`src/hw/pa_cfg.svh`:
```
// P-A configuration: bus source select codes and the AR step size
`ifndef PA_CFG_SVH
`define PA_CFG_SVH

// W bus sources on {mwa, mwb, mwc}, code 7 reads zero
`define PA_WSRC_IR  3'd0
`define PA_WSRC_KL  3'd1
`define PA_WSRC_RDT 3'd2
`define PA_WSRC_KI  3'd3
`define PA_WSRC_AT  3'd4
`define PA_WSRC_AC  3'd5
`define PA_WSRC_A   3'd6

// A bus sources on {baa, bab, bac}, codes 4..7 read zero
`define PA_ASRC_L  3'd0
`define PA_ASRC_T  3'd1
`define PA_ASRC_AR 3'd2
`define PA_ASRC_IC 3'd3

// backward step of AR
`define PA_AR_BACK 16'd4

`endif

```
`src/hw/pa_pkg.sv`:
```
// P-A shared types: the data word and the two decodings of the instruction word
package pa_pkg;

	// bit 0 is the most significant bit
	typedef logic [0:15] word_t;

	// register form of the instruction
	typedef struct packed {
		logic [0:5] op;
		logic       d;
		logic [0:2] a;
		logic [0:2] b;
		logic [0:2] c;
	} ir_norm_t;

	// short argument form, t is signed
	typedef struct packed {
		logic [0:5] op;
		logic       d;
		logic [0:2] a;
		logic [0:5] t;
	} ir_short_t;

	typedef union packed {
		ir_norm_t  norm;
		ir_short_t sarg;
	} ir_t;

endpackage

```
`src/hw/alu_ctl_if.sv`:
```
// ALU control bundle: function select, carry controls and sign-extension selects
interface alu_ctl_if;

	// function select, 74181 order S0..S3
	logic saa;
	logic sab;
	logic sb;
	logic sd;
	// arithmetic mode and carries
	logic saryt;
	logic p16_;
	logic sca;
	logic scb;
	// sign extension for s_1
	logic am1;
	logic apb;
	logic amb;
	logic ap1;

	modport ctl(output saa, sab, sb, sd, saryt, p16_, sca, scb, am1, apb, amb, ap1);
	modport fn(input saa, sab, sb, sd, saryt, p16_, sca, scb, am1, apb, amb, ap1);

endinterface

```
`src/hw/alu.sv`:
```
// ALU: 74181-style function unit with byte-split carry, sign extension and zero flags
module alu(
	alu_ctl_if.fn ctl,
	input  pa_pkg::word_t a,
	input  pa_pkg::word_t ac,
	output pa_pkg::word_t f,
	output logic s0,
	output logic carry_,
	output logic j$,
	output logic s_1,
	output logic zs
);
	import pa_pkg::*;

	word_t t1;
	word_t t2;
	logic cin;
	logic c8;
	logic [8:0] sum_lo;
	logic [8:0] sum_hi;
	logic sign_xor;
	logic sext;

	// per-bit terms of the 74181, t1 propagates and t2 generates
	assign t1 = a | (ac & {16{ctl.saa}}) | (~ac & {16{ctl.sab}});
	assign t2 = (a & ~ac & {16{ctl.sb}}) | (a & ac & {16{ctl.sd}});

	// carry into bit 15
	assign cin = ctl.sca & ~ctl.p16_;

	// right byte first, bits 8..15
	assign sum_lo = {1'b0, t1[8:15]} + {1'b0, t2[8:15]} + {8'd0, cin};

	// byte carry passes only with scb
	assign c8 = ctl.scb & sum_lo[8];
	assign sum_hi = {1'b0, t1[0:7]} + {1'b0, t2[0:7]} + {8'd0, c8};

	// logic mode is the inverted sum without carries
	assign f = ctl.saryt ? {sum_hi[7:0], sum_lo[7:0]} : ~(t1 ^ t2);

	assign carry_ = ~sum_hi[8];
	assign s0 = f[0];
	assign j$ = &f;

	// 17th bit for overflow and zero
	assign sign_xor = a[0] ^ ac[0];
	assign sext = ~((~a[0] & ctl.am1) | (sign_xor & ctl.apb) |
		(~sign_xor & ctl.amb) | (a[0] & ctl.ap1));
	assign s_1 = sext ^ carry_;

	assign zs = ~s_1 & (f == '0);

endmodule

```
`src/hw/bus_a.sv`:
```
// A bus: source select, short argument sign extension and the exx_ bit test
`include "pa_cfg.svh"

module bus_a(
	input  logic baa,
	input  logic bab,
	input  logic bac,
	input  logic aa,
	input  logic ab,
	input  pa_pkg::word_t l,
	input  pa_pkg::word_t ar,
	input  pa_pkg::word_t ic,
	input  pa_pkg::ir_t ir,
	output pa_pkg::word_t a,
	output logic exx_
);
	import pa_pkg::*;

	word_t src;
	word_t t_ext;

	// short argument widened with its sign bit
	assign t_ext = {{10{ir.sarg.t[0]}}, ir.sarg.t};

	always_comb begin
		case ({baa, bab, bac})
			`PA_ASRC_L:  src = l;
			`PA_ASRC_T:  src = t_ext;
			`PA_ASRC_AR: src = ar;
			`PA_ASRC_IC: src = ic;
			default:     src = '0;
		endcase
	end

	assign a = src & {{8{aa}}, {8{ab}}};

	// d picks the tested end of the word
	assign exx_ = ~(ir.norm.d ? a[15] : a[0]);

endmodule

```
`src/hw/bus_w.sv`:
```
// W bus: source select, byte masking and the inverted data-out drive
`include "pa_cfg.svh"

module bus_w(
	input  logic mwa,
	input  logic mwb,
	input  logic mwc,
	input  logic bwa,
	input  logic bwb,
	input  logic w_dt_,
	input  pa_pkg::word_t ir,
	input  pa_pkg::word_t kl,
	input  pa_pkg::word_t rdt_,
	input  pa_pkg::word_t ki,
	input  pa_pkg::word_t at,
	input  pa_pkg::word_t ac,
	input  pa_pkg::word_t a,
	output pa_pkg::word_t w,
	output pa_pkg::word_t ddt_
);
	import pa_pkg::*;

	word_t src;

	always_comb begin
		case ({mwa, mwb, mwc})
			`PA_WSRC_IR:  src = ir;
			`PA_WSRC_KL:  src = kl;
			// memory data arrives inverted
			`PA_WSRC_RDT: src = ~rdt_;
			`PA_WSRC_KI:  src = ki;
			`PA_WSRC_AT:  src = at;
			`PA_WSRC_AC:  src = ac;
			`PA_WSRC_A:   src = a;
			default:      src = '0;
		endcase
	end

	// bwa passes the left byte, bwb the right one
	assign w = src & {{8{bwa}}, {8{bwb}}};
	assign ddt_ = w_dt_ ? '1 : ~w;

endmodule

```
`src/hw/pa.sv`:
```
// P-A arithmetic unit: W and A buses, ALU and registers wired to plain ports
module pa(
	input  logic clk,
	input  logic rst_n,
	// W bus
	input  pa_pkg::word_t ir,
	input  pa_pkg::word_t ki,
	input  pa_pkg::word_t rdt_,
	input  pa_pkg::word_t kl,
	input  logic w_dt_,
	input  logic mwa, mwb, mwc,
	input  logic bwa, bwb,
	output pa_pkg::word_t ddt_,
	output pa_pkg::word_t w,
	// ALU
	input  logic saa, sab, sb, sd,
	input  logic saryt, p16_, sca, scb,
	input  logic am1, apb, amb, ap1,
	output logic s0,
	output logic carry_,
	output logic j$,
	output logic s_1,
	output logic zs,
	// A bus
	input  pa_pkg::word_t l,
	input  logic baa, bab, bac,
	input  logic aa, ab,
	output logic exx_,
	// registers and strobes
	input  logic strob1, strob2_, as2,
	input  logic w_ac, w_ar, w_ic,
	input  logic arp1, arm4, icp1, off_,
	input  logic wx_, eat0, axy,
	output logic at15_,
	output logic exy_,
	output logic wzi,
	output logic arz,
	// address
	input  logic ar_ad_, ic_ad_, barnb,
	output pa_pkg::word_t dad_,
	output logic zga
);
	import pa_pkg::*;

	word_t a;
	word_t f;
	word_t ac;
	word_t at;
	word_t ar;
	word_t ic;

	alu_ctl_if ctl();

	assign ctl.saa = saa;
	assign ctl.sab = sab;
	assign ctl.sb = sb;
	assign ctl.sd = sd;
	assign ctl.saryt = saryt;
	assign ctl.p16_ = p16_;
	assign ctl.sca = sca;
	assign ctl.scb = scb;
	assign ctl.am1 = am1;
	assign ctl.apb = apb;
	assign ctl.amb = amb;
	assign ctl.ap1 = ap1;

	bus_w u_bus_w(.*);

	// instruction word seen through its decode views
	bus_a u_bus_a(.ir(ir), .*);

	alu u_alu(.*);

	pa_regs u_regs(.*);

endmodule

```
`src/hw/pa_regs.sv`:
```
// P-A registers: AC, AT, AR, IC and WZI with strobe enables, address drive and compare
`include "pa_cfg.svh"

module pa_regs(
	input  logic clk,
	input  logic rst_n,
	input  logic strob1,
	input  logic strob2_,
	input  logic as2,
	input  logic w_ac,
	input  logic w_ar,
	input  logic w_ic,
	input  logic arp1,
	input  logic arm4,
	input  logic icp1,
	input  logic off_,
	input  logic wx_,
	input  logic eat0,
	input  logic axy,
	input  logic ar_ad_,
	input  logic ic_ad_,
	input  logic barnb,
	input  logic zs,
	input  pa_pkg::word_t w,
	input  pa_pkg::word_t f,
	input  pa_pkg::word_t a,
	input  pa_pkg::word_t kl,
	output pa_pkg::word_t ac,
	output pa_pkg::word_t at,
	output pa_pkg::word_t ar,
	output pa_pkg::word_t ic,
	output pa_pkg::word_t dad_,
	output logic wzi,
	output logic at15_,
	output logic exy_,
	output logic arz,
	output logic zga
);
	import pa_pkg::*;

	logic w_any;
	word_t dad;

	// strob1 in the first phase, strob2 in the second
	assign w_any = (strob1 & ~as2) | (~strob2_ & as2);

	always_ff @(posedge clk or negedge rst_n) begin
		if (!rst_n) begin
			ac <= '0;
			at <= '0;
			wzi <= 1'b0;
		end else begin
			if (w_ac && w_any)
				ac <= w;
			if (strob1 && as2)
				at <= f;
			else if (strob1 && !wx_)
				at <= {eat0, at[0:14]};
			if (strob1 && as2)
				wzi <= zs;
		end
	end

	always_ff @(posedge clk or negedge rst_n) begin
		if (!rst_n)
			ar <= '0;
		else if (w_ar && w_any)
			ar <= w;
		else if (arp1 && strob1 && !as2)
			ar <= arm4 ? ar - `PA_AR_BACK : ar + 16'd1;
	end

	// off_ clears IC ahead of load and count
	always_ff @(posedge clk or negedge rst_n) begin
		if (!rst_n)
			ic <= '0;
		else if (!off_)
			ic <= '0;
		else if (w_ic && w_any)
			ic <= w;
		else if (icp1 && strob1)
			ic <= ic + 16'd1;
	end

	assign at15_ = ~at[15];
	assign exy_ = ~(axy ? at[15] : a[0]);
	assign arz = |ar[0:7];

	// address drive, either register or both ORed
	assign dad = (ar & {16{~ar_ad_}}) | (ic & {16{~ic_ad_}});
	assign dad_ = ~dad;

	// bit 0 of kl compares against the block select
	assign zga = (kl[1:15] == dad[1:15]) && (kl[0] == ~barnb);

endmodule

```
`config.mk`:
```
export PLATFORM = sky130hd
export DESIGN_NAME = pa
export DESIGN_NICKNAME = d
export VERILOG_FILES = /design/src/hw/pa_pkg.sv /design/src/hw/alu_ctl_if.sv /design/src/hw/alu.sv /design/src/hw/bus_a.sv /design/src/hw/bus_w.sv /design/src/hw/pa.sv /design/src/hw/pa_regs.sv
export VERILOG_INCLUDE_DIRS = /design/src /design/src/hw
export SDC_FILE = /design/constraint.sdc
export NUM_CORES = 1
export LEC_CHECK = 0
export ABC_AREA = 1
export BUFFER_PORTS_ARGS = -buffer_cell sky130_fd_sc_hd__buf_2
export CAP_MARGIN = 25
export CELL_PAD_IN_SITES_DETAIL_PLACEMENT = 1
export CELL_PAD_IN_SITES_GLOBAL_PLACEMENT = 2
export CORE_ASPECT_RATIO = 1.75
export CORE_UTILIZATION = 28
export CTS_CLUSTER_SIZE = 25
export DETAILED_ROUTE_END_ITERATION = 10
export MAX_ROUTING_LAYER = met4
export PLACE_DENSITY_LB_ADDON = 0.1
export SLEW_MARGIN = 20
export SYNTH_ARGS = -nofsm -noshare
export SYNTH_HDL_FRONTEND = slang
export SYNTH_SLANG_ARGS = --single-unit
```
`constraint.sdc`:
```
create_clock -name clk -period 5.2 [get_ports clk]
set_clock_uncertainty 0.05 [all_clocks]
set_input_delay 0.26 -clock clk [delete_from_list [all_inputs] [get_ports clk]]
set_output_delay 0.26 -clock clk [all_outputs]
set_load 0.05 [all_outputs]
```
==> metrics.log <==
[metrics] Die Outline Area: 26100 µm²
[metrics] FMAX: a little under 0.2 GHz
[metrics] global-route layer with the greatest usage: met2
[metrics] endpoints failing setup: 0
[metrics] EDFF count, synth: 0
[metrics] number of synthesized register bits: 65
[metrics] number of warnings printed during yosys synthesis: 0
[metrics] count of nets left with antenna violations after detail routing: 0
[metrics] crit-path most repeated cell: sky130_fd_sc_hd__nor2_1
[metrics] clock buffer depth: 2
[metrics] outcome: complete, no violations
[metrics] fraction of met3 tracks used by global routing: 0.0296
[metrics] starting density of the core: 0.286
[metrics] pin count of the biggest net entering global routing: 50
[metrics] total negative slack: 0 ps
[metrics] actual slew at the worst max-slew pin: between 900 and 1000 ps
[metrics] Max rail drop VDD: 208 µV
[metrics] min-delay src: eat0
[metrics] simple-gate portion of the synthesized area: 0.344
[metrics] number of non-filler instances in the completed layout: around 1.7k
[metrics] CTS buffer count: 9
[metrics] Num Clock Sinks: 65
[metrics] # DRC: 0
[metrics] clock slew at reported path FFs: ~60 ps
[metrics] maximum capacitance violations: 0
[metrics] capture point of the worst reg-to-reg path: u_regs.at[14]
[metrics] Period minus WS final: approximately 5200 ps
[metrics] sequential area share after synthesis: 0.229
[metrics] summed area of non-filler cells in the final layout: about 9000 µm²
[metrics] worst-case setup slack after placement: -175 ps
[metrics] fraction of met1 tracks used by global routing: 0.304
[metrics] leakage dissipation: roughly 4.4 nW
[metrics] insertion delay of the later-clocked pin in the worst-skew pair: 360 ps
[metrics] Synth Area in Adders: 0.0500
[metrics] complex-gate fraction of the synthesized area: 0.223
[metrics] post-synthesis instance area: approximately 7000 µm²
[metrics] die height: 213 µm
[metrics] multiplexer fraction of the synthesized cell area: 0.00141
[metrics] required time at the worst-slack endpoint: roughly 5000 ps
[metrics] total placed instance area: 8520 µm²
[metrics] register-to-register setup slack: 570 ps
[metrics] CP startpoint kind: flip-flop
[metrics] count of distinct cell types in the synthesized netlist: 48
[metrics] width of the chip: roughly 120 µm
[metrics] endpoint of the worst hold path: u_regs.at[15]
[metrics] RD Place Congestion: just over 1
[metrics] final layout net count: 1521
[metrics] # port buffers: 179
[metrics] Reg2Reg Depth: 27
[metrics] Power Density: 266 nW/µm²
[metrics] synthesized area per cell: ~6 µm²
[metrics] final number of hold-violating endpoints: 0
[metrics] antenna violations before repair: 0
[metrics] ports placed on the boundary: between 150 and 200
[metrics] commonest cells in the netlist: 318 x sky130_fd_sc_hd__nand2_1, 156 x sky130_fd_sc_hd__inv_1, 118 x sky130_fd_sc_hd__nor2_1
[metrics] library cell with the highest instance count after synthesis: sky130_fd_sc_hd__nand2_1
[metrics] worst hold path class: primary input to flip-flop
[metrics] FP Rows: between 70 and 80
[metrics] Avg Vias per Cell: between 5 and 6
[metrics] number of max-slew violations in the final report: 0
[metrics] area share of the leading cell type in the synthesized netlist: 0.229
[metrics] synthesis-to-layout area growth: 25.4%
[metrics] TritonCTS clock tree: done
[metrics] post-synth net total: roughly 1.3k
[metrics] via count of the first global-routing pass: about 9.2k
[metrics] hold path cells: 3
[metrics] setup repair after global routing missed its margin: true
[metrics] Reg-to-Reg Start: u_regs.ic[0]
[metrics] max-slew headroom at the worst pin: 0.343
[metrics] M2 GR Usage: 0.611
[metrics] worst setup margin: roughly 10 ps
[metrics] proportion of synthesized flip-flops having asynchronous set or reset: 1.00
[metrics] Routed WL: ~40000 µm
[metrics] smallest hold slack: 158 ps
[metrics] kind of critical path: flip-flop to primary output
[metrics] highest cell delay on the worst timing path: approximately 430 ps
[metrics] cells after synthesis: between 1k and 1.5k
[metrics] Global Route Usage Sum: 0.326
[metrics] Detailed Routing Iterations Pass 1: 5
[metrics] dominant combinational cell family by area after synthesis: simple AND/OR/NAND/NOR gates
[metrics] Placeable Area: 24800 µm²
[metrics] final routed wire length divided by cell count: 24.0 µm
[metrics] part of the cycle the worst path needs: 0.998
[metrics] vias after detailed routing: roughly 8.8k
[metrics] cell type contributing the most total cell area after synthesis: sky130_fd_sc_hd__dfrtp_1
[metrics] share of post-route cells with drive strength above 1: 0.224
[metrics] H-tree level count: 3
[metrics] type of element capturing the critical path: primary output
[metrics] global-route wire length before repair: between 50000 and 60000 µm
[metrics] DP Cell Count: about 1.7k
[metrics] remaining global-route overflow: 0
[metrics] signal arrival time at the worst endpoint: 4880 ps
[metrics] CTS root buffer: sky130_fd_sc_hd__clkbuf_16
[metrics] post-synthesis xor/xnor area fraction: 0.0357
[metrics] leading post-synthesis cells by cell area: sky130_fd_sc_hd__dfrtp_1 23%, sky130_fd_sc_hd__nand2_1 17%, sky130_fd_sc_hd__inv_1 8.2%, sky130_fd_sc_hd__nor2_1 6.2%, sky130_fd_sc_hd__o21ai_0 6.2%
[metrics] library cell contributing the largest single delay on the critical path: sky130_fd_sc_hd__fa_1
[metrics] commonest register cell after synthesis: sky130_fd_sc_hd__dfrtp_1
[metrics] Crit Path Max Fanout: 2
[metrics] violation count after the first detailed-routing iteration: approximately 390
[metrics] estimated wirelength of the detail-placed design: about 35000 µm
[placed cells by master (no fill, tap or decap), types with 10 or more instances in the layout]
master,Yosys,final
sky130_fd_sc_hd__inv_2,12,14
sky130_fd_sc_hd__a21oi_1,63,59
sky130_fd_sc_hd__ha_1,22,22
sky130_fd_sc_hd__nor2_1,118,117
sky130_fd_sc_hd__dfrtp_1,65,65
sky130_fd_sc_hd__buf_4,0,45
sky130_fd_sc_hd__a21oi_2,6,10
sky130_fd_sc_hd__o21ai_1,24,24
sky130_fd_sc_hd__buf_2,13,176
sky130_fd_sc_hd__nor3_1,28,27
sky130_fd_sc_hd__o22ai_1,46,46
sky130_fd_sc_hd__nand4_1,21,21
sky130_fd_sc_hd__o21ai_0,88,85
sky130_fd_sc_hd__inv_1,156,154
sky130_fd_sc_hd__nand2_1,318,314
sky130_fd_sc_hd__nand3_1,63,62
sky130_fd_sc_hd__xor2_1,26,25
[how the worst max path moves through the flow]
stage | startpoint | to | cells after the start
floorplan | baa | zs | 26
global placement | bab | zs | 31
detailed placement | bac | zs | 31
CTS | u_regs.ic[0] | zs | 30
finish | u_regs.ic[0] | zs | 30
global route | u_regs.ic[0] | zs | 30
[layout make-up]
class	count	area, µm²
timing repair buffer	225	1260
sequential	65	1630
clock buffer	12	246
antenna	1	2.50
multi-input combinational	904	4740
inverter	169	634
clock inverter	3	17.5
fill	3370	15900
tap	312	390
[logic make-up (layout without fill, tap and decap cells)]
kind of cell             count (synthesis)  after routing
AND/OR/NAND/NOR                        578            578
AO/OA/AOI/OAI                          270            270
buffers and inverters                  212            409
flip-flops                              65             65
XOR/XNOR                                29             29
adder cells (fa/ha/maj)                 26             26
multiplexers                             1              1
other                                    0              1
[power breakdown]
group	leakage [nW]	internal, mW	switching [mW]
registers	0.825	0.578	0.0956
clock network	0.128	0.332	0.252
logic	3.48	0.328	0.785
[state kept, by name, indices dropped and copies added, names as in the netlist]
signal	flops
u_regs.wzi	1
u_regs.ac	16
u_regs.at	16
u_regs.ic	16
u_regs.ar	16
[critical path: cells and delay by family (launching register included)]
family / cells / cell delay (ps)
adder cells (fa/ha/maj): 4 / 1580
AND/OR/NAND/NOR: 16 / 1420
buffers and inverters: 4 / 450
flip-flops: 1 / 390
AO/OA/AOI/OAI: 6 / 680
[stage by stage]
stage / power [mW] / utilization
global route: 2.50 / 0.359
finish: 2.37 / 0.359
floorplan: 1.32 / -
detailed placement: 1.78 / 0.343
CTS: 2.38 / 0.355
global placement: 1.77 / 0.343
[per-layer routing]
metal,vias to the layer above,wire [µm]
met5,-,0
met4,0,3200
met3,86,894
met2,197,22500
met1,4277,14000
li1,4270,-
[timing repair]
item | in CTS | in global routing
hold endpoints to repair | 16 | 0
setup buffers | 0 | 6
endpoints found under the setup margin | 3 | 3
pin swaps | 1 | 19
resized for setup | 7 | 22
hold buffers | 1 | 0
Power figures use the tool's default switching activity.
